## src/logic/cplx_pe_pkg.sv

```systemverilog
package cplx_pe_pkg;

    ////////////////////////////////////////////////////////////
    // data and address widths
    ////////////////////////////////////////////////////////////

    // complex word, real part in [31:16], imag part in [15:0]
    // both parts signed q1.15
    typedef logic [31:0] cplx_t;

    // data memory address, 32 words
    typedef logic [4:0] addr_t;

    // program counter, up to 16 instructions
    typedef logic [3:0] pc_t;

    // instruction opcodes
    typedef enum logic [2:0] {
        OP_ADD  = 3'd0,
        OP_SUB  = 3'd1,
        OP_MUL  = 3'd2,
        OP_OUT  = 3'd3,
        OP_HALT = 3'd4
    } opcode_e;

    ////////////////////////////////////////////////////////////
    // instruction and alu interface words
    ////////////////////////////////////////////////////////////

    // 24-bit instruction, spare bits kept at zero
    typedef struct packed {
        opcode_e    opcode;
        addr_t      dst;
        addr_t      src_a;
        addr_t      src_b;
        logic [5:0] spare;
    } inst_t;

    // request into the alu, operands already read
    typedef struct packed {
        logic    valid;
        opcode_e op;
        addr_t   dst;
        cplx_t   a;
        cplx_t   b;
    } alu_req_t;

    // result out of the alu with its destination tag
    typedef struct packed {
        logic  valid;
        addr_t dst;
        cplx_t result;
    } alu_rsp_t;

    // alu pipeline depth in cycles
    localparam int ALU_LAT = 2;

endpackage
```

## src/logic/pe_data_mem.sv

```systemverilog
`timescale 1ns/1ps

module pe_data_mem (
    input  logic               clk,
    input  logic               arst_n,
    input  logic               we,
    input  cplx_pe_pkg::addr_t waddr,
    input  cplx_pe_pkg::cplx_t wdata,
    input  cplx_pe_pkg::addr_t raddr_a,
    input  cplx_pe_pkg::addr_t raddr_b,
    output cplx_pe_pkg::cplx_t rdata_a,
    output cplx_pe_pkg::cplx_t rdata_b
);
    import cplx_pe_pkg::*;

    // one word per address
    localparam int WORDS = 2 ** $bits(addr_t);

    cplx_t mem [WORDS];

    ////////////////////////////////////////////////////////////
    // write port
    ////////////////////////////////////////////////////////////

    // whole array clears to zero on reset
    always_ff @(posedge clk or negedge arst_n) begin
        if (!arst_n) begin
            for (int i = 0; i < WORDS; i++) begin
                mem[i] <= '0;
            end
        end else if (we) begin
            mem[waddr] <= wdata;
        end
    end

    ////////////////////////////////////////////////////////////
    // read ports
    ////////////////////////////////////////////////////////////

    // port a, write-first bypass
    always_comb begin
        rdata_a = mem[raddr_a];
        if (we && (waddr == raddr_a)) begin
            rdata_a = wdata;
        end
    end

    // port b, same bypass
    always_comb begin
        rdata_b = mem[raddr_b];
        if (we && (waddr == raddr_b)) begin
            rdata_b = wdata;
        end
    end

endmodule

```

## config.mk

```make
export PLATFORM = sky130hd
export DESIGN_NAME = pe_data_mem
export DESIGN_NICKNAME = d
export VERILOG_FILES = /design/src/logic/cplx_pe_pkg.sv /design/src/logic/pe_data_mem.sv
export SDC_FILE = /design/constraint.sdc
export NUM_CORES = 2
export LEC_CHECK = 0
export BUFFER_PORTS_ARGS = -buffer_cell sky130_fd_sc_hd__buf_2
export CAP_MARGIN = 10
export CORE_MARGIN = 5
export CORE_UTILIZATION = 38
export DETAILED_ROUTE_END_ITERATION = 8
export PLACE_DENSITY_LB_ADDON = 0.12
export SLEW_MARGIN = 20
export SYNTH_ARGS = -nofsm -noshare
export SYNTH_HDL_FRONTEND = slang
export SYNTH_SLANG_ARGS = --single-unit
```

## constraint.sdc

```tcl
create_clock -name clk -period 2.7 [get_ports clk]
set_clock_uncertainty 0.05 [all_clocks]
set_input_delay 0.27 -clock clk [delete_from_list [all_inputs] [get_ports clk]]
set_output_delay 0.27 -clock clk [all_outputs]
set_load 0.005 [all_outputs]
```

==> results summary <==
The run finished, with violations left. The final reports fail on negative setup slack. Once routing completed, OpenROAD measured the worst setup slack at -67.75 ps.

The xor and xnor fraction of the mapped netlist area is 0.1606%. Yosys mapped a number of flops with a built-in enable equal to 0. In this run the worst hold path is classified as primary input to flop. The area fraction of the dominant cell type after synthesis is 46.97%.

Prior to clock tree synthesis, the placed netlist has a worst setup slack of -153.4 ps. The effective utilization at floorplan is 38.11%. In the post-synthesis netlist, the cell with the most instances is dfrtp_1.

Pin placement for this block handled 114 I/O pins. The number of global-route vias before repair is 37310. The proportion of layout cells with a drive suffix above 1 is 52.95%. The largest single stage delay on the critical path is 440 ps.

The post-synth net total came out at 3828. The total of buffers placed on input and output ports came out at 113. The adder-cell area share of the yosys netlist came out at 0%. The final-report hold violation count came to 0. By startpoint and endpoint, the worst setup path is classified as flop to primary output. The area of the mapped netlist is 54550 sq um. In the synthesized netlist the dominant register cell turns out to be dfrtp_1. The first detailed-routing pass ran for 5 iterations. At the pin with the least slew margin, the transition time is 975.6 ps. The max-slew headroom at the worst pin came out at 34.75%. The worst voltage drop across the vdd grid came out at 0.0005500 V.

The final HPWL from detailed placement is 121900 um. The register clock-pin slew on the reported worst setup and hold paths is 60 ps. The die area is 151200 sq um. After synthesis, the netlist uses 47 different library cells. The floorplan step set the die height to 388.9 um. The final setup violation count is 21.

The site row count came out at 139. The master of the slowest instance on the critical path is or4_1. The root buffer cell chosen for the clock tree is clkbuf_16. After synthesis, the largest family of logic cells by area is multiplexers. The per-cell routed wire length is 32.50 um. The antenna violation net count after detailed routing is 0. The worst setup path is launched from a flop. The total length of routed wires came out at 193700 um. The largest register by flop count is mem. The synthesized netlist devotes 4.688% of its cell area to compound gates. The static leakage power came out at 28.19 nW. The max capacitance violation total came out at 0. The proportion of register bits with asynchronous set or reset after synthesis came out at 100.0%.

The global-route total usage across every layer came out at 25.47%. Dividing the detail-routed via count by the number of cells gives 6.025. The post-route minimum period is 2768 ps.

The last weighted congestion value of the routability-driven placer came out at 0.7929. The combined buffer and inverter count along the critical path came out at 2. The number of flip-flops in the largest register is 1024. The count of warnings emitted by yosys is 0.

Across all hold checks on the routed design, the worst slack comes to 125.2 ps. The switching part of the total is 27.28%. The initial antenna violation count came to 10. The first global-routing pass estimated 279600 um of wire.

The cell family contributing the most delay on the critical path is compound AO/OA/AOI/OAI gates. The number of CTS-inserted buffers is 120. For this block, the via count after detailed routing is 35900. The average footprint of a synthesized cell is 14.44 sq um. The total number of nets in the final design is 4001. The internal power of the cells totals 33.82 mW. Summing the areas of all and, or, nand and nor instances in the mapped netlist gives 2.842% of the synthesized area.

The max-slew violation total from the final report came out at 0. The total number of H-tree levels came out at 3. The worst path uses 102.5% of the clock period. The clock network burns 35.7% of the power. The setup TNS is -716.6 ps. From synthesis to final layout, the design area changed by 18.81%. The TritonCTS clock tree is done. In this run the power density over the cells is 717.5 nW/um^2. Setup repair after global routing could not meet its margin everywhere. The overall power consumption came out at 46.50 mW. After synthesis, the cell types taking the most area are dfrtp_1, mux2_2, mux4_2. The remaining global-route overflow came out at 0.

Per report_power, the sequential group accounts for 44.1% of the total. The post-detailed-route DRC marker count is 0. dfrtp_1 takes more of the synthesized area than any other cell. The critical path goes through mux2i_1 -> a22oi_1 -> o211ai_1 -> or4_1 -> o21ai_1 -> buf_4 -> buf_6. The maximum root-to-sink buffer count is 3.

Sorting the synthesized cells by how often they occur yields dfrtp_1, mux2_2, mux4_2. The share of power burned in combinational logic came out at 20.2%. The DRC marker count from the first detailed-route iteration came out at 2875. The largest fanout of any net on the critical path is 3.

The clock latency on the worst-skew pair is 740 ps. The maximum achievable frequency is 0.3613 GHz. The core region is 143100 sq um.

The fraction of synthesized area in multiplexers came out at 41.70%. The pin count of the biggest net entering global routing came out at 108. For the worst setup path, the data arrival time is 2450 ps. The horizontal extent of the die is 388.9 um.

In this run the power spent charging and discharging nets is 12.69 mW. The worst setup path is captured at a primary output. Counting flops and latches in the post-synthesis netlist gives 1024. In the final layout, the registers with the most flip-flops are mem: 1024 flops. The critical path required time came out at 2380 ps. The post-synthesis instance total came out at 3778. The total clock sinks is 1024. The sequential area share after synthesis came out at 46.97%.
==> layout make-up <==
class | count | area, sq um
sequential | 1024 | 25620
clock buffer | 193 | 3670
multi-input combinational | 2352 | 27760
timing repair buffer | 453 | 5015
clock inverter | 29 | 356.6
antenna | 4 | 10.01
tap | 1903 | 2381
fill | 12840 | 78320
==> worst reg2reg max path, cell delays in order (launching register included) <==
cell	delay, ps
dfrtp_1	400
buf_4	150
mux2_2	250
==> stage by stage <==
stage	cells	area, sq um	utilization (%)
after global placement	5720	60120	42.00
after detailed placement	5720	60120	42.00
after CTS	5953	64650	45.17
after floorplan	3778	54550	-
after global routing	5955	64810	45.28
final	5958	64810	45.28
==> cell families (layout without fill, tap and decap cells) <==
logic type / after synthesis / after routing
muxes: 1666 / 1666
DFF: 1024 / 1024
buffers and inverters: 402 / 675
AOI/OAI and AO/OA: 379 / 379
and+or+nand+nor: 297 / 297
xor gates and xnor gates: 10 / 10
other: 0 / 4
==> path summary, 6_finish.rpt <==
path / cells after the start / end / from / slack (ps)
worst max-delay path: 7 / rdata_a[4] / mem[548]$_DFFE_PN0P_ / -70
worst min-delay path: 2 / mem[1005]$_DFFE_PN0P_ / wdata[13] / 130
worst max register to register: 2 / mem[595]$_DFFE_PN0P_ / mem[595]$_DFFE_PN0P_ / 1740
worst min register to register: 1 / mem[109]$_DFFE_PN0P_ / mem[109]$_DFFE_PN0P_ / 460
max in group asynchronous: 3 / mem[435]$_DFFE_PN0P_ / arst_n / 980
min in group asynchronous: 3 / mem[912]$_DFFE_PN0P_ / arst_n / 240
==> power by group through the flow <==
| stage | clock (mW) | combinational (mW) | sequential (mW) |
|---|---|---|---|
| global placement | 0 | 9.05 | 20.6 |
| global route | 17.6 | 10.1 | 20.9 |
| detailed placement | 0 | 9.15 | 20.7 |
| floorplan | 0 | 6.63 | 20.0 |
| CTS | 17.0 | 9.42 | 20.5 |
| finish | 16.6 | 9.39 | 20.5 |
==> per-layer routing <==
layer | vias up | wire, um | global-route usage (%) | share of wire [%]
met3 | 305 | 11980 | 5.693 | 6.2
met2 | 1053 | 88580 | 39.47 | 46
met4 | 6 | 5764 | 7.210 | 3.0
met5 | - | 46 | 0 | 0.024
met1 | 19520 | 87280 | 36.16 | 45
li1 | 15010 | - | - | -
==> placed cells by master, fill, tap and decap left out, drive strengths merged, types with 2 or more instances in the layout <==
master / instances
nor2: 86
nor4b: 4
nor3: 11
and4b: 2
nor4: 3
clkbuf: 194
diode: 4
xor2: 8
bufinv: 6
nand2b: 4
o22ai: 127
or4: 58
o211ai: 58
o41ai: 2
nor3b: 4
dfrtp: 1024
mux4: 382
and3: 4
a22o: 4
a22oi: 124
nand3: 8
clkinv: 22
mux2i: 259
xnor2: 2
mux2: 1025
dlygate4sd3: 3
nand2: 85
or3b: 5
o21ai: 58
buf: 449
nor4bb: 4
or3: 2
nand3b: 13
==> repair_timing <==
action                                  in CTS  in global routing
pin swaps                                  156                 69
hold buffers                                 3                  0
gates resized for setup                    104                 32
endpoints found under the setup margin      62                 62
hold endpoints to repair                   589                  0
setup buffers                               11                  1
Note: power is estimated with default switching activity, not from simulation.
