### src/logic/cplx_pe_pkg.sv
package cplx_pe_pkg;

    ////////////////////////////////////////////////////////////
    // data and address widths
    ////////////////////////////////////////////////////////////

    // complex word, real part in [31:16], imag part in [15:0]
    // both parts signed q1.15
    typedef logic [31:0] cplx_t;

    // data memory address, 32 words
    typedef logic [4:0] addr_t;

    // program counter, up to 16 instructions
    typedef logic [3:0] pc_t;

    // instruction opcodes
    typedef enum logic [2:0] {
        OP_ADD  = 3'd0,
        OP_SUB  = 3'd1,
        OP_MUL  = 3'd2,
        OP_OUT  = 3'd3,
        OP_HALT = 3'd4
    } opcode_e;

    ////////////////////////////////////////////////////////////
    // instruction and alu interface words
    ////////////////////////////////////////////////////////////

    // 24-bit instruction, spare bits kept at zero
    typedef struct packed {
        opcode_e    opcode;
        addr_t      dst;
        addr_t      src_a;
        addr_t      src_b;
        logic [5:0] spare;
    } inst_t;

    // request into the alu, operands already read
    typedef struct packed {
        logic    valid;
        opcode_e op;
        addr_t   dst;
        cplx_t   a;
        cplx_t   b;
    } alu_req_t;

    // result out of the alu with its destination tag
    typedef struct packed {
        logic  valid;
        addr_t dst;
        cplx_t result;
    } alu_rsp_t;

    // alu pipeline depth in cycles
    localparam int ALU_LAT = 2;

endpackage
### src/logic/complex_alu.sv
`timescale 1ns/1ps

module complex_alu (
    input  logic                  clk,
    input  logic                  arst_n,
    input  cplx_pe_pkg::alu_req_t req,
    output cplx_pe_pkg::alu_rsp_t rsp
);
    import cplx_pe_pkg::*;

    // operand parts
    logic signed [15:0] a_re;
    logic signed [15:0] a_im;
    logic signed [15:0] b_re;
    logic signed [15:0] b_im;
    // 16-bit wrapped sums for add and sub
    logic signed [15:0] s_re;
    logic signed [15:0] s_im;

    // stage one registers
    logic               s1_v;
    opcode_e            s1_op;
    addr_t              s1_dst;
    logic signed [31:0] p_rr;
    logic signed [31:0] p_ii;
    logic signed [31:0] p_ri;
    logic signed [31:0] p_ir;

    // stage two combine
    logic signed [32:0] m_re;
    logic signed [32:0] m_im;
    logic signed [32:0] m_re_sh;
    logic signed [32:0] m_im_sh;
    cplx_t              s2_res;

    // stage two registers
    logic               rsp_v;
    addr_t              rsp_dst;
    cplx_t              rsp_res;

    assign a_re = req.a[31:16];
    assign a_im = req.a[15:0];
    assign b_re = req.b[31:16];
    assign b_im = req.b[15:0];
    assign s_re = (req.op == OP_SUB) ? a_re - b_re : a_re + b_re;
    assign s_im = (req.op == OP_SUB) ? a_im - b_im : a_im + b_im;

    ////////////////////////////////////////////////////////////
    // stage one forms partial products or sums
    ////////////////////////////////////////////////////////////

    always_ff @(posedge clk or negedge arst_n) begin
        if (!arst_n) begin
            s1_v  <= 1'b0;
            s1_op <= OP_ADD;
        end else begin
            s1_v  <= req.valid;
            s1_op <= req.op;
        end
    end

    always_ff @(posedge clk) begin
        s1_dst <= req.dst;
        if (req.valid && (req.op == OP_MUL)) begin
            p_rr <= a_re * b_re;
            p_ii <= a_im * b_im;
            p_ri <= a_re * b_im;
            p_ir <= a_im * b_re;
        end else if (req.valid) begin
            // sums ride in the low halves of p_rr and p_ri
            p_rr <= {16'h0000, s_re};
            p_ri <= {16'h0000, s_im};
        end
    end

    ////////////////////////////////////////////////////////////
    // stage two combines and scales
    ////////////////////////////////////////////////////////////

    always_comb begin
        // (ar + j ai)(br + j bi)
        // 33 bits hold the full range
        m_re    = p_rr - p_ii;
        m_im    = p_ri + p_ir;
        // back to q1.15 keeping 16 bits
        m_re_sh = m_re >>> 15;
        m_im_sh = m_im >>> 15;
        if (s1_op == OP_MUL) begin
            s2_res = {m_re_sh[15:0], m_im_sh[15:0]};
        end else begin
            s2_res = {p_rr[15:0], p_ri[15:0]};
        end
    end

    always_ff @(posedge clk or negedge arst_n) begin
        if (!arst_n) begin
            rsp_v <= 1'b0;
        end else begin
            rsp_v <= s1_v;
        end
    end

    always_ff @(posedge clk) begin
        rsp_dst <= s1_dst;
        rsp_res <= s2_res;
    end

    assign rsp = '{valid: rsp_v, dst: rsp_dst, result: rsp_res};

    // control only sends arithmetic here
    a_op_legal: assert property (
        @(posedge clk) disable iff (!arst_n)
        req.valid |-> (req.op inside {OP_ADD, OP_SUB, OP_MUL})
    );

endmodule

### config.mk
export PLATFORM = sky130hd
export DESIGN_NAME = complex_alu
export DESIGN_NICKNAME = d
export VERILOG_FILES = /design/src/logic/cplx_pe_pkg.sv /design/src/logic/complex_alu.sv
export SDC_FILE = /design/constraint.sdc
export NUM_CORES = 2
export LEC_CHECK = 0
export BUFFER_PORTS_ARGS = -buffer_cell sky130_fd_sc_hd__clkbuf_2
export CELL_PAD_IN_SITES_DETAIL_PLACEMENT = 0
export CELL_PAD_IN_SITES_GLOBAL_PLACEMENT = 1
export CORE_MARGIN = 2
export CORE_UTILIZATION = 40
export CTS_CLUSTER_DIAMETER = 200
export DETAILED_ROUTE_END_ITERATION = 8
export GPL_TIMING_DRIVEN = 0
export PLACE_DENSITY_LB_ADDON = 0.1
export SYNTH_ARGS = -nofsm -noshare
export SYNTH_HDL_FRONTEND = slang
export SYNTH_SLANG_ARGS = --single-unit
### constraint.sdc
create_clock -name clk -period 6 [get_ports clk]
set_input_delay 0 -clock clk [delete_from_list [all_inputs] [get_ports clk]]
set_output_delay 0 -clock clk [all_outputs]
set_load 0.03 [all_outputs]
==> run_results.csv <==
group,metric,value,unit
clocking,clk_pin_slew_worst_paths,0.08,ns
critical_path,startpoint_type,"primary input",
global_routing,overflow,0,
clocking,numClockSinks,171,
clocking,cts_tree,"done",
floorplanning,die_w,349,um
logic_synthesis,ys_seq_elements,171,
logic_synthesis,synthSimpleGateAreaFrac,14.5,%
placed_design,dp_slack,-2.11,ns
placed_design,place.gp.congestion,0.952,
global_routing,grt_start_max_net_pins,53,
floorplanning,io_pins,113,
logic_synthesis,synth_fp_nets,6681,
logic_synthesis,yosysTopAreaCell,"fa_1",
clocking,numCtsBuffers,17,
logic_synthesis,netlist-cell-type-count,74,
sta,fin_crit,5.92,ns
flow_run,drv_cap,0,
critical_path,cpPeakStageDelay,0.55,ns
route,first_pass_iters,6,
sta,finalMaxSlewViolations,0,
logic_synthesis,synthTopCellsByArea,"fa_1, ha_1, inv_1",
critical_path,cp_max_fo,10,
sta,tightest_slew,1.37,ns
global_routing,antenna_found_initial,26,
logic_synthesis,muxShareOfSynthArea,0.134,%
logic_synthesis,yosysWarnings,0,
placed_design,portBuffers,86,
floorplanning,rows,126,
layout,drive_gt1_share,7.87,%
logic_synthesis,synthAdderAreaFrac,53.8,%
global_routing,grt_use_total,29.8,%
floorplanning,initial_utilization,40.4,%
sta,clock-skew-final,0.0142,ns
placed_design,post-dp-hpwl,146000,um
clocking,htreeDepth,4,
sta,max_freq,169,MHz
route,vias_per_cell,5.27,
floorplanning,die_h,349,um
logic_synthesis,synthCells,5168,
floorplanning,die_area,0.122,mm2
logic_synthesis,ys_seq_area_share,9.82,%
route,vias,36100,
run_status,status,"complete, no violations",
route,drt_drc_violations_left,0,
critical_path,cp.buffers_inverters,4,
logic_synthesis,async_reset_ff_share,2.92,%
clocking,clockBufferDepth,2,
clocking,clkLatencyLatePin,0.54,ns
logic_synthesis,synth_xor_area_share,4.18,%
sta,timing.slew.headroom,8.54,%
route,drt_iter0_markers,2901,
clocking,root_buffer,"clkbuf_16",
critical_path,crit_required,6.21,ns
critical_path,path_cells,"clkbuf_2, clkbuf_16, and2_1, fa_1, inv_1, fa_1, fa_1, fa_1, inv_1, fa_1, fa_1, ha_2, a21o_1, a21oi_4, o21ai_1, o21a_1, o21ai_2, a21oi_2, o41a_1, a211oi_2, xnor2_1, nor2_1",
sta,setup_viol,0,
layout,area_growth,9.75,%
critical_path,arrival,6.12,ns
logic_synthesis,synth_top_area_share,43.0,%
sta,fin_ws,0.0845,ns
logic_synthesis,synth-edff-count,124,
critical_path,critPathKind,"in -> reg",
critical_path,crit_family,"adder cells",
logic_synthesis,synth_top_family_by_area,"adder cells",
global_routing,grt_pass1_wl,257000,um
route,wl_per_cell,25.7,um
global_routing,grt_pass1_vias,37000,
worst_hold_path,hold_class,"in -> reg",
logic_synthesis,synth_compound_area_share,6.32,%
sta,hold_viol,0,
critical_path,cp-end-kind,"flip-flop",
critical_path,path_common_cell,"fa_1",
logic_synthesis,synthFlopType,"edfxtp_1",
critical_path,slowest_stage,"fa_1",
layout,nets,6810,
logic_synthesis,netlist_area,0.0477,mm2
sta,grt_setup_unrepaired,"yes",
floorplanning,core-area,0.118,mm2
sta,finalCritPeriodShare,98.6,%
route,ant_nets,0,
route,wl,176000,um
logic_synthesis,avgSynthCellArea,9.24,um2
worst paths after layout:
path                       slack [ns]  depth (start not counted)       from     endpoint
max                              0.08                         22    req[55]     p_ri[30]
min in group asynchronous        0.39                          3     arst_n     s1_op[0]
max in group asynchronous        5.42                          3     arst_n        rsp_v
max reg2reg                      2.37                         11   p_ri[11]  rsp_res[15]
min                               0.1                          2     req[0]      p_ii[0]
min reg2reg                      0.32                          0  s1_dst[0]   rsp_dst[0]
repair_timing:
action / in CTS / in global routing
resized for setup: 385 / 304
setup buffers: 5 / 7
hold endpoints to repair: 24 / 0
hold buffers: 11 / 0
setup endpoints to repair: 63 / 32
pin swaps: 2 / 14
cell type report:
cell class                      count  area [um2]
Antenna cell                        9        22.5
Buffer                            236        1970
Clock buffer                       17         425
Clock inverter                     15         151
Fill cell                       12000       65800
Inverter                         1193        4500
Multi-Input combinational cell   3567       38000
Sequential cell                   171        4690
Tap cell                         1536        1920
Timing Repair Buffer              111         716
cell usage after synthesis, types with 17 or more instances:
library cell and n:
inv_1 1193, fa_1 1026, nand2_1 603, and2_1 470
ha_1 412, clkbuf_1 232, nor2_1 166, xnor2_1 157
a21oi_1 148, edfxtp_1 124, o21ai_0 109, xor2_1 71
a21o_1 55, dfxtp_1 42, nor3_1 32, nand2b_1 30
nand3_1 30, o21a_1 21, a211oi_1 20, o31ai_1 19
o21bai_1 17, or3_1 17
routing by layer:
| metal | track usage [%] | vias up | routed length, um |
|---|---|---|---|
| met2 | 46.1 | 1240 | 78400 |
| li1 | - | 15800 | - |
| met4 | 10.4 | 10 | 7240 |
| met5 | 0 | - | 68 |
| met1 | 42.4 | 18900 | 76600 |
| met3 | 4.99 | 206 | 14000 |
sequential cells by signal, indices dropped and copies added (netlist names):
register	flops
rsp_res	32
p_ii	31
p_ir	31
p_ri	31
p_rr	31
rsp_dst	5
s1_dst	5
s1_op	3
rsp_v	1
s1_v	1
kinds of logic after synthesis:
logic type,after synthesis
compound gates,480
xor+xnor,228
fa+ha+maj,1438
buf+inv,1430
flops,171
mux,6
simple gates,1415
worst register-to-register path: stages, from the launching register on:
cell and delay (ns):
edfxtp_1 0.47, ha_1 0.37, a21oi_1 0.19, o21ai_0 0.15
a221oi_2 0.34, nand3_2 0.25, a221o_1 0.50, a311oi_2 0.41
o31ai_2 0.16, a21oi_2 0.16, xnor2_1 0.20, mux2_2 0.32
cell usage in the layout, fill, tap and decap left out, types with 115 or more instances in the layout:
master	synthesis	layout
xnor2_1	157	155
nand2_1	603	603
a21oi_1	148	142
clkbuf_2	0	115
ha_1	412	409
inv_1	1193	1185
edfxtp_1	124	124
nor2_1	166	164
fa_1	1026	1019
and2_1	470	470
stage by stage:
step                TNS [ns]  utilization, %  area, um2  hold WS [ns]  instances
finish                     0            44.3      52400        0.0966       6855
global route          -0.210            44.3      52400        0.0997       6846
CTS                        0            43.8      51800        0.0659       6839
detailed placement    -84.68            42.4      50200        -0.177       6792
global placement      -84.97            42.4      50100        -0.180       6790
floorplan                  0               -      47700        -0.296       5168
Power is not shown: default switching activity piles up to over one toggle a cycle in this logic, so the estimate is an artifact.
