$ cat src/logic/cplx_pe_pkg.sv
package cplx_pe_pkg;

    ////////////////////////////////////////////////////////////
    // data and address widths
    ////////////////////////////////////////////////////////////

    // complex word, real part in [31:16], imag part in [15:0]
    // both parts signed q1.15
    typedef logic [31:0] cplx_t;

    // data memory address, 32 words
    typedef logic [4:0] addr_t;

    // program counter, up to 16 instructions
    typedef logic [3:0] pc_t;

    // instruction opcodes
    typedef enum logic [2:0] {
        OP_ADD  = 3'd0,
        OP_SUB  = 3'd1,
        OP_MUL  = 3'd2,
        OP_OUT  = 3'd3,
        OP_HALT = 3'd4
    } opcode_e;

    ////////////////////////////////////////////////////////////
    // instruction and alu interface words
    ////////////////////////////////////////////////////////////

    // 24-bit instruction, spare bits kept at zero
    typedef struct packed {
        opcode_e    opcode;
        addr_t      dst;
        addr_t      src_a;
        addr_t      src_b;
        logic [5:0] spare;
    } inst_t;

    // request into the alu, operands already read
    typedef struct packed {
        logic    valid;
        opcode_e op;
        addr_t   dst;
        cplx_t   a;
        cplx_t   b;
    } alu_req_t;

    // result out of the alu with its destination tag
    typedef struct packed {
        logic  valid;
        addr_t dst;
        cplx_t result;
    } alu_rsp_t;

    // alu pipeline depth in cycles
    localparam int ALU_LAT = 2;

endpackage
$ cat src/logic/pe_control.sv
`timescale 1ns/1ps

module pe_control #(
    parameter int OUT_CREDITS = 4
) (
    input  logic                  clk,
    input  logic                  arst_n,
    input  logic                  din_v,
    input  cplx_pe_pkg::cplx_t    din,
    input  logic                  start,
    input  cplx_pe_pkg::inst_t    cur_inst,
    input  logic                  pc_end,
    output logic                  pc_step,
    output cplx_pe_pkg::addr_t    raddr_a,
    output cplx_pe_pkg::addr_t    raddr_b,
    input  cplx_pe_pkg::cplx_t    rdata_a,
    input  cplx_pe_pkg::cplx_t    rdata_b,
    output logic                  we,
    output cplx_pe_pkg::addr_t    waddr,
    output cplx_pe_pkg::cplx_t    wdata,
    output cplx_pe_pkg::alu_req_t alu_req,
    input  cplx_pe_pkg::alu_rsp_t alu_rsp,
    output logic                  dout_v,
    output cplx_pe_pkg::cplx_t    dout,
    input  logic                  credit_in,
    output logic                  busy,
    output logic                  done
);
    import cplx_pe_pkg::*;

    localparam int CW = $clog2(OUT_CREDITS + 1);

    typedef enum logic [1:0] {IDLE, RUN, DRAIN, FINISH} state_e;

    state_e             state;
    state_e             state_nx;
    addr_t              load_ptr;
    logic [CW-1:0]      credits;
    // scoreboard, entry 0 issued last cycle
    logic [ALU_LAT-1:0] sb_v;
    addr_t              sb_dst [ALU_LAT];
    logic               is_arith;
    logic               is_out;
    logic               is_halt;
    logic               hazard_a;
    logic               hazard_b;
    logic               credit_ok;
    logic               issue;
    logic               pipe_empty;

    assign busy       = (state == RUN) || (state == DRAIN);
    assign done       = (state == FINISH);
    assign pipe_empty = ~|sb_v;

    ////////////////////////////////////////////////////////////
    // issue decision
    ////////////////////////////////////////////////////////////

    always_comb begin
        is_arith = cur_inst.opcode inside {OP_ADD, OP_SUB, OP_MUL};
        is_out   = (cur_inst.opcode == OP_OUT);
        // unknown opcodes stop the program like halt
        is_halt  = pc_end || !(is_arith || is_out);
        hazard_a = 1'b0;
        hazard_b = 1'b0;
        for (int i = 0; i < ALU_LAT; i++) begin
            if (sb_v[i] && (sb_dst[i] == cur_inst.src_a)) begin
                hazard_a = 1'b1;
            end
            if (sb_v[i] && (sb_dst[i] == cur_inst.src_b)) begin
                hazard_b = 1'b1;
            end
        end
        // word on dout this cycle still holds a credit
        credit_ok = credits > CW'(dout_v);
        issue = (state == RUN) && !is_halt && !hazard_a
              && !(is_arith && hazard_b) && !(is_out && !credit_ok);
    end

    assign pc_step = issue;
    assign raddr_a = cur_inst.src_a;
    assign raddr_b = cur_inst.src_b;
    assign alu_req = '{valid: issue && is_arith, op: cur_inst.opcode,
                       dst: cur_inst.dst, a: rdata_a, b: rdata_b};

    // write port, load stream when idle, writeback during a run
    always_comb begin
        if (busy) begin
            we    = alu_rsp.valid;
            waddr = alu_rsp.dst;
            wdata = alu_rsp.result;
        end else begin
            we    = din_v;
            waddr = load_ptr;
            wdata = din;
        end
    end

    ////////////////////////////////////////////////////////////
    // state machine
    ////////////////////////////////////////////////////////////

    always_comb begin
        state_nx = state;
        case (state)
            IDLE:    if (start) state_nx = RUN;
            RUN:     if (is_halt) state_nx = pipe_empty ? FINISH : DRAIN;
            DRAIN:   if (pipe_empty) state_nx = FINISH;
            FINISH:  state_nx = start ? RUN : IDLE;
            default: state_nx = IDLE;
        endcase
    end

    always_ff @(posedge clk or negedge arst_n) begin
        if (!arst_n) begin
            state    <= IDLE;
            load_ptr <= '0;
            credits  <= CW'(OUT_CREDITS);
            sb_v     <= '0;
            dout_v   <= 1'b0;
        end else begin
            state <= state_nx;
            if (start && !busy) begin
                load_ptr <= '0;
            end else if (din_v && !busy) begin
                load_ptr <= load_ptr + 1'b1;
            end
            // word leaving costs one, credit back returns one
            credits <= credits + CW'(credit_in) - CW'(dout_v);
            sb_v    <= {sb_v[ALU_LAT-2:0], alu_req.valid};
            dout_v  <= issue && is_out;
        end
    end

    // tags and output word
    always_ff @(posedge clk) begin
        sb_dst[0] <= cur_inst.dst;
        for (int i = 1; i < ALU_LAT; i++) begin
            sb_dst[i] <= sb_dst[i-1];
        end
        if (issue && is_out) begin
            dout <= rdata_a;
        end
    end

    a_credit_nonzero: assert property (
        @(posedge clk) disable iff (!arst_n) dout_v |-> (credits != '0)
    );
    a_credit_limit: assert property (
        @(posedge clk) disable iff (!arst_n) credit_in |-> (credits != CW'(OUT_CREDITS))
    );
    a_no_load_busy: assert property (
        @(posedge clk) disable iff (!arst_n) busy |-> !din_v
    );

endmodule

$ cat config.mk
export PLATFORM = sky130hd
export DESIGN_NAME = pe_control
export DESIGN_NICKNAME = d
export VERILOG_FILES = /design/src/logic/cplx_pe_pkg.sv /design/src/logic/pe_control.sv
export SDC_FILE = /design/constraint.sdc
export NUM_CORES = 1
export LEC_CHECK = 0
export ABC_CLOCK_PERIOD_IN_PS = 4500
export BUFFER_PORTS_ARGS = -buffer_cell sky130_fd_sc_hd__buf_2
export CAP_MARGIN = 40
export CORE_AREA = 2 2 124 126
export CTS_BUF_LIST = sky130_fd_sc_hd__clkbuf_2 sky130_fd_sc_hd__clkbuf_4 sky130_fd_sc_hd__clkbuf_8
export CTS_CLUSTER_DIAMETER = 200
export DETAILED_ROUTE_END_ITERATION = 10
export DIE_AREA = 0 0 126 128
export HOLD_SLACK_MARGIN = 0.1
export PLACE_DENSITY = 0.63
export SETUP_SLACK_MARGIN = 0.2
export SYNTH_ARGS = -nofsm -noshare
export SYNTH_HDL_FRONTEND = slang
export SYNTH_SLANG_ARGS = --single-unit
$ cat constraint.sdc
create_clock -name clk -period 4.5 [get_ports clk]
set_clock_uncertainty 0.05 [all_clocks]
set_input_delay 0.9 -clock clk [delete_from_list [all_inputs] [get_ports clk]]
set_output_delay 0.9 -clock clk [all_outputs]
set_load 0.005 [all_outputs]
==> metrics.cfg <==
[clock_network]
post-cts-setup-buffers=0
ctsHoldBuffers=0
insertion_delay_ns=0.31
cts_buffer_depth=2
tritoncts=done
clk_pin_slew_ns=0.10
numCtsBuffers=5
ctsRootBufferMaster=clkbuf_8
cts_resized=0
clkSinkCount=55
cts_max_level=2

[worst_setup_path]
r2r_slack_ns=2.16
end_kind=output port
reg2reg_to=dout[7]$_DFFE_PP_
crit_path_end=wdata[20]
crit_path_max_fanout=36
critPathKind=reg -> out
arrival_ns=2.09
crit-reg2reg-launch=dout_v$_DFF_PN0_
cp.required_ns=3.55
startpoint=state[1]$_DFFE_PN0P_
cp-start-kind=register
rr_worst_depth=6

[floorplanning]
initial_core_util=0.218
rows=45
ios=321
die_y_um=128
coreArea_mm2=0.0149
dieArea_mm2=0.0161
die_x_um=126

[routing]
wire_per_inst_um=12.9
drt-initial-drc-count=58
postRouteAntennaNets=0
firstDrtPassIters=4
route.detailed.drc=0
wirelength_um=8120
vias_per_cell=3.83
vias=2410

[timing]
min_period_ns=3.04
hold_ws_ns=0.343
worst_slew_pin_slew_ns=0.413
clock.fmax_mhz=329
rsz0062_at_grt=false
finalCritPeriodShare=0.676
hold_violations=0
final.setup.tns_ns=0
drv_slew=0
setup_viol=0
max-slew-margin-rel=0.724

[layout]
finalNetCount=615
final_common_cell=buf_2
drive_above_1_share=0.698
num_antenna_cells=0
layoutNonFillerInstCount=629
syn_to_final_growth_pct=30.3
finalInstanceArea_mm2=0.00423
layout_common_cells=250 x buf_2, 38 x mux2_2, 32 x edfxtp_1

[placed_design]
hpwl_um=6750
io_buffers=250
dp_cells=621
gp_congestion=0.772
placed_area_mm2=0.00413

[synthesis]
syn_area_per_cell_um2=12.1
yosysSeqAreaShare=0.458
yosys.area.top_type=edfxtp_1
yosys_warnings=0
ys.flop_type=edfxtp_1
yosys.area.top_type_share=0.296
synthArstFlopShare=0.236
synthCells=268
synth.area.top_cells=edfxtp_1 30%, buf_4 19%, mux2_2 13%, dfrtp_1 9.3%, dfxtp_1 6.2%
synth-seq-cells=55
synth_edf_count=32
synth_nets=443
syn_area_mm2=0.00325
synth.distinct_cells=37

[global_routing]
antenna_found_initial=0
gr-usage-all-layers=0.0888
grt_pass1_wl_um=11300
grt_max_degree=37
overflow=0
grt_pass1_vias=2262

[power_and_ir_drop]
cellLeakagePower_nw=2.02
ir_drop_v=0.000195
powerDensity_mw_per_mm2=455

[job]
maxCapViolCount=0

[outcome]
outcome=complete, no violations

[min_path]
hold_class=reg -> reg

how the worst min path moves through the flow:
stage                               from              endpoint  depth (start not counted)
finish              sb_dst[0][1]$_DFF_P_  sb_dst[0][6]$_DFF_P_                          0
detailed placement  sb_dst[0][0]$_DFF_P_  sb_dst[0][5]$_DFF_P_                          0
global route        sb_dst[0][2]$_DFF_P_  sb_dst[0][7]$_DFF_P_                          0
global placement    sb_dst[0][1]$_DFF_P_  sb_dst[0][6]$_DFF_P_                          0
floorplan           sb_dst[0][0]$_DFF_P_  sb_dst[0][5]$_DFF_P_                          0
CTS                 sb_dst[0][1]$_DFF_P_  sb_dst[0][6]$_DFF_P_                          0
through the flow:
stage	utilization	setup WS (ns)	power [mW]
final	0.285	1.46	1.92
after global routing	0.285	1.31	2.07
after floorplan	-	0.802	1.30
after CTS	0.285	1.38	1.96
after global placement	0.277	1.47	1.62
after detailed placement	0.278	1.49	1.65
cells in the mapped netlist, types with 2 or more instances:
cell / n
buf_4: 82
mux2_2: 38
edfxtp_1: 32
dfrtp_1: 12
xnor2_1: 12
dfxtp_1: 10
ha_1: 10
xor2_1: 9
nand2_1: 8
o21ai_0: 7
inv_1: 6
buf_2: 5
nor2_1: 4
a21oi_1: 3
nand4_1: 3
and3_4: 2
inv_2: 2
nand2b_1: 2
nand3_1: 2
nor4_1: 2
area by class of cell:
cell class	instances	area (um2)
Clock buffer	7	90.1
Clock inverter	1	8.76
Fill cell	1583	10600
Inverter	8	30.0
Multi-Input combinational cell	118	1100
Sequential cell	55	1490
Tap cell	188	235
Timing Repair Buffer	252	1280
critical path, cell delays in order, from the launching register on:
cell	delay (ns)
dfrtp_1	0.40
inv_1	0.10
ha_2	0.51
buf_12	0.25
mux2_2	0.38
buf_2	0.13
sequential cells by signal, indices dropped and copies added, names as in the netlist:
name,cells
credits,3
load_ptr,5
dout_v,1
dout,32
sb_dst,10
state,2
sb_v,2
layer usage:
layer | wire, um | global-route usage | vias to the layer above | share of wire
li1 | - | - | 1188 | -
met1 | 3220 | 0.105 | 1075 | 0.40
met2 | 4080 | 0.153 | 131 | 0.50
met3 | 673 | 0.0234 | 16 | 0.083
met4 | 142 | 0.0368 | 0 | 0.017
met5 | 0 | 0 | - | 0
where the power goes:
| part | total (mW) | switching, mW | internal (mW) |
|---|---|---|---|
| clock | 0.299 | 0.166 | 0.134 |
| sequential | 0.618 | 0.0338 | 0.584 |
| combinational | 1.01 | 0.445 | 0.563 |
kinds of logic after synthesis:
kind of cell,after synthesis,synth area share
buffers and inverters,95,0.207
DFF,55,0.458
muxes,40,0.138
and+or+nand+nor,28,0.0524
xor gates and xnor gates,21,0.0567
AOI/OAI and AO/OA,18,0.0428
adders and majority gates,11,0.0447
(Power assumes the default switching activity.)
