<file path="src/logic/cplx_pe_pkg.sv">
package cplx_pe_pkg;

    ////////////////////////////////////////////////////////////
    // data and address widths
    ////////////////////////////////////////////////////////////

    // complex word, real part in [31:16], imag part in [15:0]
    // both parts signed q1.15
    typedef logic [31:0] cplx_t;

    // data memory address, 32 words
    typedef logic [4:0] addr_t;

    // program counter, up to 16 instructions
    typedef logic [3:0] pc_t;

    // instruction opcodes
    typedef enum logic [2:0] {
        OP_ADD  = 3'd0,
        OP_SUB  = 3'd1,
        OP_MUL  = 3'd2,
        OP_OUT  = 3'd3,
        OP_HALT = 3'd4
    } opcode_e;

    ////////////////////////////////////////////////////////////
    // instruction and alu interface words
    ////////////////////////////////////////////////////////////

    // 24-bit instruction, spare bits kept at zero
    typedef struct packed {
        opcode_e    opcode;
        addr_t      dst;
        addr_t      src_a;
        addr_t      src_b;
        logic [5:0] spare;
    } inst_t;

    // request into the alu, operands already read
    typedef struct packed {
        logic    valid;
        opcode_e op;
        addr_t   dst;
        cplx_t   a;
        cplx_t   b;
    } alu_req_t;

    // result out of the alu with its destination tag
    typedef struct packed {
        logic  valid;
        addr_t dst;
        cplx_t result;
    } alu_rsp_t;

    // alu pipeline depth in cycles
    localparam int ALU_LAT = 2;

endpackage
</file>
<file path="src/logic/pe_inst_mem.sv">
`timescale 1ns/1ps

module pe_inst_mem #(
    parameter int PROG_DEPTH = 16
) (
    input  logic               clk,
    input  logic               arst_n,
    input  logic               inst_v,
    input  cplx_pe_pkg::inst_t inst,
    input  logic               start,
    input  logic               pc_step,
    output cplx_pe_pkg::inst_t cur_inst,
    output logic               pc_end
);
    import cplx_pe_pkg::*;

    // program storage
    inst_t mem [PROG_DEPTH];

    // pointer and length one bit wider than pc, a full program is PROG_DEPTH words
    logic [$bits(pc_t):0] wr_ptr;
    logic [$bits(pc_t):0] prog_len;
    pc_t                  pc;
    // set once the last slot has been stepped past
    logic                 pc_over;
    // counter is advancing through a program
    logic                 running;
    logic                 run_start;
    logic                 wr_ok;

    // start while running is ignored
    assign run_start = start && !running;
    assign wr_ok     = inst_v && (wr_ptr < PROG_DEPTH);

    always_ff @(posedge clk) begin
        if (wr_ok) begin
            mem[wr_ptr[$bits(pc_t)-1:0]] <= inst;
        end
    end

    always_ff @(posedge clk or negedge arst_n) begin
        if (!arst_n) begin
            wr_ptr   <= '0;
            prog_len <= '0;
            pc       <= '0;
            pc_over  <= 1'b0;
            running  <= 1'b0;
        end else if (run_start) begin
            // latch program length, rewind both pointers
            prog_len <= wr_ptr;
            wr_ptr   <= '0;
            pc       <= '0;
            pc_over  <= 1'b0;
            running  <= 1'b1;
        end else begin
            if (wr_ok) begin
                wr_ptr <= wr_ptr + 1'b1;
            end
            if (pc_step && !pc_end) begin
                if (pc == pc_t'(PROG_DEPTH - 1)) begin
                    pc_over <= 1'b1;
                end else begin
                    pc <= pc + 1'b1;
                end
            end
            // counter stops at halt or any unknown opcode
            if (running && !(cur_inst.opcode inside {OP_ADD, OP_SUB, OP_MUL, OP_OUT})) begin
                running <= 1'b0;
            end
        end
    end

    // past the loaded words reads as halt
    assign pc_end   = pc_over || ({1'b0, pc} >= prog_len);
    assign cur_inst = pc_end ? '{opcode: OP_HALT, default: '0} : mem[pc];

    // host must not load a program under a running counter
    a_no_load_running: assert property (
        @(posedge clk) disable iff (!arst_n) running |-> !inst_v
    );

endmodule

</file>
<file path="config.mk">
export PLATFORM = sky130hd
export DESIGN_NAME = pe_inst_mem
export DESIGN_NICKNAME = d
export VERILOG_FILES = /design/src/logic/cplx_pe_pkg.sv /design/src/logic/pe_inst_mem.sv
export SDC_FILE = /design/constraint.sdc
export NUM_CORES = 1
export LEC_CHECK = 0
export BUFFER_PORTS_ARGS = -buffer_cell sky130_fd_sc_hd__buf_2
export CAP_MARGIN = 30
export CELL_PAD_IN_SITES_DETAIL_PLACEMENT = 0
export CELL_PAD_IN_SITES_GLOBAL_PLACEMENT = 1
export CORE_ASPECT_RATIO = 1.5
export CORE_MARGIN = 2
export CORE_UTILIZATION = 55
export DETAILED_ROUTE_END_ITERATION = 8
export GPL_TIMING_DRIVEN = 0
export PLACE_DENSITY = 0.88
export SYNTH_ARGS = -nofsm -noshare
export SYNTH_HDL_FRONTEND = slang
export SYNTH_SLANG_ARGS = --single-unit
</file>
<file path="constraint.sdc">
create_clock -name clk -period 4.3 [get_ports clk]
set_clock_uncertainty 0.15 [all_clocks]
set_input_delay 0.215 -clock clk [delete_from_list [all_inputs] [get_ports clk]]
set_output_delay 0.215 -clock clk [all_outputs]
set_load 0.02 [all_outputs]
</file>
==> Flow_metrics.wiki, run 1 <==
{| class="wikitable"
! Metric !! Value
|-
| Run status || finished, final reports clean
|-
| Multi-input logic area || 3453 µm²
|-
| Post-route fraction of the period consumed by the critical path || 92.08%
|-
| Skew-Pair Late Insertion Delay || 0.53 ns
|-
| Most numerous cell in the Yosys netlist || sky130_fd_sc_hd__edfxtp_1
|-
| Critical Path Sink Type || output port
|-
| Fin nets || 855
|-
| Global-route wire length before repair || 52080 µm
|-
| Area Growth Syn to Fin || 16.49%
|-
| DP Wirelength || 20820 µm
|-
| Sequential cell area || 11930 µm²
|-
| Max FO, Critical Path || 10
|-
| Reg clk slew, reported paths || 0.07 ns
|-
| Place WS || 0.9733 ns
|-
| Transition time at the pin with the least slew margin || 0.9881 ns
|-
| Signal arrival time at the worst endpoint || 3.59 ns
|-
| Routed len/inst || 29.63 µm
|-
| Share of synthesized registers carrying an async set or reset || 4.000%
|-
| Count of fill cells added during filler insertion || 1669
|-
| Library cell occupying the most area in the post-synthesis netlist || sky130_fd_sc_hd__edfxtp_1
|-
| Design Area, Final || 18060 µm²
|-
| Number of global-route vias before repair || 8081
|-
| Shortest period the worst path allows || 3.960 ns
|-
| Die Ht || 209.6 µm
|-
| Final Max Slew Viols || 0
|-
| Top post-synthesis cells by count || sky130_fd_sc_hd__edfxtp_1 (384), sky130_fd_sc_hd__mux4_2 (118), sky130_fd_sc_hd__nor2b_1 (25)
|-
| Fraction of final layout cells sized beyond drive strength 1 || 32.54%
|-
| Power per cell area || 607.4 nW/µm²
|-
| Initial detailed-routing violation count || 841
|-
| Aggregate global-route resource usage || 24.77%
|-
| Antenna diode count || 0
|-
| Number of gates resized after CTS || 0
|-
| Overall power of the completed layout || 10.97 mW
|-
| Final Hold Viols || 0
|-
| Yosys warning total || 0
|-
| Min-delay worst type || input port to flip-flop
|-
| Number of nets with antenna violations after routing || 0
|-
| Number of synthesized flops with an enable pin || 384
|-
| Starting Density || 55.63%
|-
| Achievable Freq || 0.2526 GHz
|-
| Leakage power figure || 5.763 nW
|-
| Number of vias after detailed routing || 7596
|-
| Clock tree root driver cell || sky130_fd_sc_hd__clkbuf_16
|-
| Number of remaining DRC errors || 0
|-
| CTS Buf Count || 36
|-
| Peak per-stage delay on the critical path || 0.60 ns
|-
| Post-detailed-placement cell area || 16560 µm²
|-
| Total of max-cap violations || 0
|-
| Flip-flop and latch count after synthesis || 400
|-
| Slowest-stage cell, CP || sky130_fd_sc_hd__clkbuf_1
|-
| DR pass1 iterations || 7
|-
| IR drop worst, VDD || 0.0003921 V
|-
| TNS Setup || 0 ns
|-
| RSZ-0062 raised after global routing || false
|-
| Number of unique standard cell types used by synthesis || 35
|-
| Deepest level of the CTS H-tree || 2
|-
| Register-to-register setup slack || 1.50 ns
|-
| List of cells traversed by the critical path || buf_6 -> buf_12 -> buf_8 -> inv_1 -> ha_1 -> nand2b_1 -> a21oi_1 -> o21ai_1 -> buf_4 -> clkbuf_1 -> nor2b_1 -> buf_2
|-
| Die X-Extent || 141.1 µm
|-
| Main area contributors after synthesis || sky130_fd_sc_hd__edfxtp_1 (74%), sky130_fd_sc_hd__mux4_2 (17%), sky130_fd_sc_hd__dfrtp_1 (2.6%)
|-
| Synthesized area per cell || 22.90 µm²
|-
| Clock tree from TritonCTS || done
|-
| GRT Residual Overflow || 0
|-
| Setup slack after layout || 0.3405 ns
|-
| Number of core rows || 75
|-
| Worst path required time || 3.93 ns
|-
| Number of antenna violations at the first check in global routing || 0
|-
| Drt via density || 6.394
|-
| Pin count of the biggest net entering global routing || 25
|-
| Post-synth top area share || 74.38%
|-
| Worst-case hold slack || 0.2103 ns
|-
| Cell area after technology mapping || 15500 µm²
|-
| Category of the critical setup timing path || flip-flop to output port
|-
| Max Root-Sink Buffers || 3
|-
| Top flip-flop cell by instance count after synthesis || sky130_fd_sc_hd__edfxtp_1
|-
| Final setup vio count || 0
|-
| Number of instances in the synthesized netlist || 677
|-
| Routability-driven placement congestion ratio || 0.7628
|-
| Total routed wirelength || 35210 µm
|-
| Number of nets in the synthesized netlist || 715
|-
| Total I/O pin count || 54
|-
| Share of synthesized area occupied by flip-flops and latches || 76.96%
|-
| Slew headroom || 33.97%
|-
| Count of port buffers added during placement || 53
|-
| Setup crit start kind || flip-flop
|-
| Area enclosed by the die boundary || 29570 µm²
|-
| Num Clock Sinks || 400
|-
| Core region area || 27870 µm²
|}
-- where the power goes --
group          internal [mW]  total (mW)  switching (mW)
clock network           1.77        3.14            1.37
logic                   1.34        3.19            1.85
registers               4.55        4.64          0.0884
total                   7.66        11.0            3.31
-- cell usage in the layout, fill, tap and decap left out, types with 6 or more instances in the layout --
cell,count
sky130_fd_sc_hd__buf_2,63
sky130_fd_sc_hd__buf_6,13
sky130_fd_sc_hd__clkbuf_1,27
sky130_fd_sc_hd__clkbuf_16,37
sky130_fd_sc_hd__clkinv_2,6
sky130_fd_sc_hd__dfrtp_1,16
sky130_fd_sc_hd__dlygate4sd3_1,28
sky130_fd_sc_hd__edfxtp_1,384
sky130_fd_sc_hd__ha_1,9
sky130_fd_sc_hd__inv_1,9
sky130_fd_sc_hd__mux4_2,118
sky130_fd_sc_hd__nand2_1,20
sky130_fd_sc_hd__nor2_1,9
sky130_fd_sc_hd__nor2_4,12
sky130_fd_sc_hd__nor2b_1,25
sky130_fd_sc_hd__o21ai_0,6
-- metal layers --
metal / share of wire, % / track usage, % / up-vias / wire length (µm)
met5: 0 / 0 / - / 0
met4: 3.6 / 9.793 / 0 / 1256
met3: 6.8 / 4.540 / 85 / 2407
met2: 54 / 43.27 / 385 / 19170
met1: 35 / 30.87 / 4024 / 12370
li1: - / - / 3102 / -
-- worst max-delay path, delay by kind of cell, from the launching register on --
kind,cells,cell delay [ns]
AOI/OAI and AO/OA,2,0.36
and+or+nand+nor,2,0.31
adders and majority gates,1,0.27
DFF,1,0.40
buffers and inverters,7,1.69
-- cell families after synthesis --
group,share of synthesized area [%]
AND/OR/NAND/NOR,2.534
XOR/XNOR,0.2260
flip-flops,76.96
buffers and inverters,1.477
multiplexers,17.28
adder cells (fa/ha/maj),0.7263
AO/OA/AOI/OAI,0.7991
-- final timing paths --
path	start	to	cells after the start
max in group asynchronous	arst_n	pc[0]	3
worst max-delay path	pc[0]	cur_inst[6]	12
worst min register to register	prog_len[0]	prog_len[0]	2
worst min-delay path	inst_v	wr_ptr[0]	5
min in group asynchronous	arst_n	prog_len[3]	3
worst max register to register	pc[1]	running	7
-- repair_timing --
action,4_1_cts,5_1_grt
hold endpoints to repair,408,0
buffers inserted,0,0
hold buffers,28,0
-- flip-flops by register name, summed over array words and instances (netlist names) --
register	count
pc	4
running	1
prog_len	5
mem	384
pc_over	1
wr_ptr	5
-- stage by stage --
step / cells / util [%]
2_1_floorplan: 677 / -
3_3_place_gp: 1076 / 58.13
3_5_place_dp: 1093 / 59.43
4_1_cts: 1184 / 64.50
5_1_grt: 1188 / 64.80
6_report: 1188 / 64.80
-- layout make-up --
cell class,instances,share of cell area (%)
sequential,400,66.07
multi-input combinational,233,19.12
clock buffer,45,5.293
timing repair buffer,102,4.877
tap,346,2.397
buffer,35,1.081
clock inverter,18,0.9769
inverter,9,0.1871
(Power assumes the default switching activity.)
==> run 2: changes to the inputs <==
- CORE_UTILIZATION: 55 -> 35
- PLACE_DENSITY: 0.88 -> 0.64
==> run 2 against run 1 <==
  * First-iteration DRC count down 28%
  * Core utilization down 23 points
  * Count of clock-buffer cells in the layout up 5
  * Design area up 2.1%
  * Total power down 0.98%
  * Via count down 6.2%
  * Fmax up 0.72%
  * Flip-flop and latch count unchanged
  * Critical endpoint is now cur_inst[9]
==> Flow_metrics.wiki, run 2 (synthesis results as in run 1) <==
{| class="wikitable"
! Metric !! Value
|-
| Number of nets with antenna violations after routing || 0 (unchanged)
|-
| Reg clk slew, reported paths || 0.06 ns (about the same)
|-
| Critical Path Sink Type || output port
|-
| DP Wirelength || 22240 µm (+6.8%)
|-
| Die X-Extent || 175.8 µm (+25%)
|-
| Total of max-cap violations || 0 (unchanged)
|-
| Shortest period the worst path allows || 3.931 ns (-0.02827 ns)
|-
| Fin nets || 862 (+0.82%)
|-
| Number of antenna violations at the first check in global routing || 0 (unchanged)
|-
| Count of placed standard cells in the final layout, fillers left out || 1426 (+20%)
|-
| GRT Residual Overflow || 0 (unchanged)
|-
| RSZ-0062 raised after global routing || false
|-
| Max FO, Critical Path || 10 (unchanged)
|-
| Signal arrival time at the worst endpoint || 3.57 ns (-0.02 ns)
|-
| Clock tree from TritonCTS || done
|-
| IR drop worst, VDD || 0.0002255 V (-42%)
|-
| Number of gates resized after CTS || 0 (unchanged)
|-
| Num Clock Sinks || 400 (unchanged)
|-
| Number of global-route vias before repair || 7749 (-4.1%)
|-
| Buffers inserted during post-CTS setup optimization || 0 (unchanged)
|-
| Min-delay worst type || input port to flip-flop
|-
| Worst-case hold slack || 0.1789 ns (-0.03138 ns)
|-
| Amount of wire on met2 after detailed routing || 17960 µm (-6.3%)
|-
| Count of fill cells added during filler insertion || 3824 (+130%)
|-
| Initial detailed-routing violation count || 603 (-28%)
|-
| Total I/O pin count || 54 (unchanged)
|-
| Deepest level of the CTS H-tree || 2 (unchanged)
|-
| Run status || finished, final reports clean
|-
| Most common cell after layout, fill and taps aside || sky130_fd_sc_hd__edfxtp_1
|-
| Worst path required time || 3.93 ns (about the same)
|-
| Number of core rows || 94 (+25%)
|-
| Clock tree root driver cell || sky130_fd_sc_hd__clkbuf_16
|-
| Count of port buffers added during placement || 53 (unchanged)
|-
| Max Root-Sink Buffers || 3 (unchanged)
|-
| Leading cell types in the layout, fill and taps excluded || sky130_fd_sc_hd__edfxtp_1 (384), sky130_fd_sc_hd__mux4_2 (118), sky130_fd_sc_hd__buf_2 (63), sky130_fd_sc_hd__clkbuf_16 (39), sky130_fd_sc_hd__clkbuf_1 (30)
|-
| Achievable Freq || 0.2544 GHz (+0.72%)
|-
| Slew headroom || 39.91% (+5.9 points)
|-
| Peak per-stage delay on the critical path || 0.56 ns (-0.04 ns)
|-
| Fraction of final layout cells sized beyond drive strength 1 || 32.35% (-0.19 points)
|-
| Number of vias after detailed routing || 7127 (-6.2%)
|-
| Length of routed met3 wiring || 1194 µm (-50%)
|-
| Power per cell area || 588.9 nW/µm² (-3.0%)
|-
| Leakage power figure || 5.796 nW (+0.58%)
|-
| Aggregate global-route resource usage || 15.25% (-9.5 points)
|-
| Post-route fraction of the period consumed by the critical path || 91.42% (-0.66 points)
|-
| Total routed wirelength || 33810 µm (-4.0%)
|-
| Final Max Slew Viols || 0 (unchanged)
|-
| Category of the critical setup timing path || flip-flop to output port
|-
| Area Growth Syn to Fin || 18.97%
|-
| Family with the most delay on the worst path || buffers and inverters
|-
| Drt via density || 4.998 (-22%)
|-
| Routed len/inst || 23.71 µm (-20%)
|-
| Skew-Pair Late Insertion Delay || 0.52 ns (about the same)
|-
| Routability-driven placement congestion ratio || 0.7067 (-7.4%)
|-
| Slowest-stage cell, CP || sky130_fd_sc_hd__clkbuf_1
|-
| Number of flip-flops in the largest register || 384 (unchanged)
|-
| Number of cells in the design after placement || 1331 (+22%)
|-
| Uppermost routed layer || met4
|-
| Starting Density || 35.44% (-20 points)
|-
| CTS Buf Count || 38 (+5.6%)
|-
| Final Hold Viols || 0 (unchanged)
|-
| Pin count of the biggest net entering global routing || 19 (-24%)
|-
| Transition time at the pin with the least slew margin || 0.9013 ns (-0.08675 ns)
|-
| Final setup vio count || 0 (unchanged)
|-
| DR pass1 iterations || 4 (-3)
|-
| List of cells traversed by the critical path || buf_6 -> buf_12 -> buf_8 -> inv_1 -> ha_1 -> nand2b_1 -> a21oi_1 -> o21ai_1 -> buf_4 -> clkbuf_1 -> nor2b_1 -> buf_2
|-
| Setup crit start kind || flip-flop
|-
| Global-route wire length before repair || 50780 µm (-2.5%)
|-
| Antenna diode count || 0 (unchanged)
|-
| Number of remaining DRC errors || 0 (unchanged)
|-
| Hold buffers post-CTS || 28 (unchanged)
|-
| Core region area || 43750 µm² (+57%)
|-
| Area enclosed by the die boundary || 46030 µm² (+56%)
|-
| Critical path buffers and inverters || 7 (unchanged)
|-
| Die Ht || 261.8 µm (+25%)
|-
| Post-route met1 wirelength || 13470 µm (+8.9%)
|}
[run 2: changes by cell type in the layout (fill, tap and decap cells not counted), sizes merged]
cell,change
buf,+5
clkbuf,+5
bufinv,-2
clkinv,+2
inv,-2
[run 2: power by group]
part,internal (mW),switching (mW)
clock network,1.72,1.35
registers,4.55,0.0702
logic,1.35,1.81
total,7.63,3.24
[run 2: per-stage QoR]
stage	setup WS (ns)	utilization, %	TNS [ns]	cell area (µm²)	power, mW
2_1_floorplan	1.146	-	0	15500	6.722
3_3_place_gp	-1.175	37.69	-108.66	16490	7.817
3_5_place_dp	0.8770	38.92	0	17030	7.959
4_1_cts	0.2930	42.12	0	18430	11.07
5_1_grt	0.1552	42.16	0	18440	11.35
6_report	0.3687	42.16	0	18440	10.86
[run 2: worst register-to-register path, delay by kind of cell (launching register included)]
| kind | cells | cell delay [ns] |
|---|---|---|
| flops | 1 | 0.40 |
| buf+inv | 5 | 1.26 |
| compound gates | 3 | 0.65 |
| simple gates | 1 | 0.10 |
| fa+ha+maj | 1 | 0.29 |
[run 2: worst paths after layout]
| path | startpoint | end | slack, ns | cells after the start |
|---|---|---|---|---|
| max in group asynchronous | arst_n | prog_len[0] | 2.83 | 3 |
| worst min register to register | prog_len[0] | prog_len[0] | 0.35 | 2 |
| worst max-delay path | pc[0] | cur_inst[9] | 0.37 | 12 |
| min in group asynchronous | arst_n | prog_len[1] | 0.69 | 3 |
| worst min-delay path | inst_v | wr_ptr[0] | 0.18 | 5 |
| worst max register to register | pc[0] | pc[2] | 1.40 | 10 |
[run 2: cell type report]
class                   instances  area [µm²]  share of cell area (%)
multi-input cells             233        3453                   18.72
repair buffers                107       988.4                   5.359
plain buffers                  35       195.2                   1.058
inverters                       9       33.78                  0.1832
clock buffers                  50        1017                   5.515
flip-flops and latches        400       11930                   64.69
clock inverters                16       103.9                  0.5631
well taps                     576       720.7                   3.907
[run 2: metal layers]
metal / vias to the layer above / track usage, %
li1: 3117 / -
met5: - / 0
met2: 149 / 27.15
met1: 3805 / 18.73
met4: 0 / 6.612
met3: 56 / 1.924
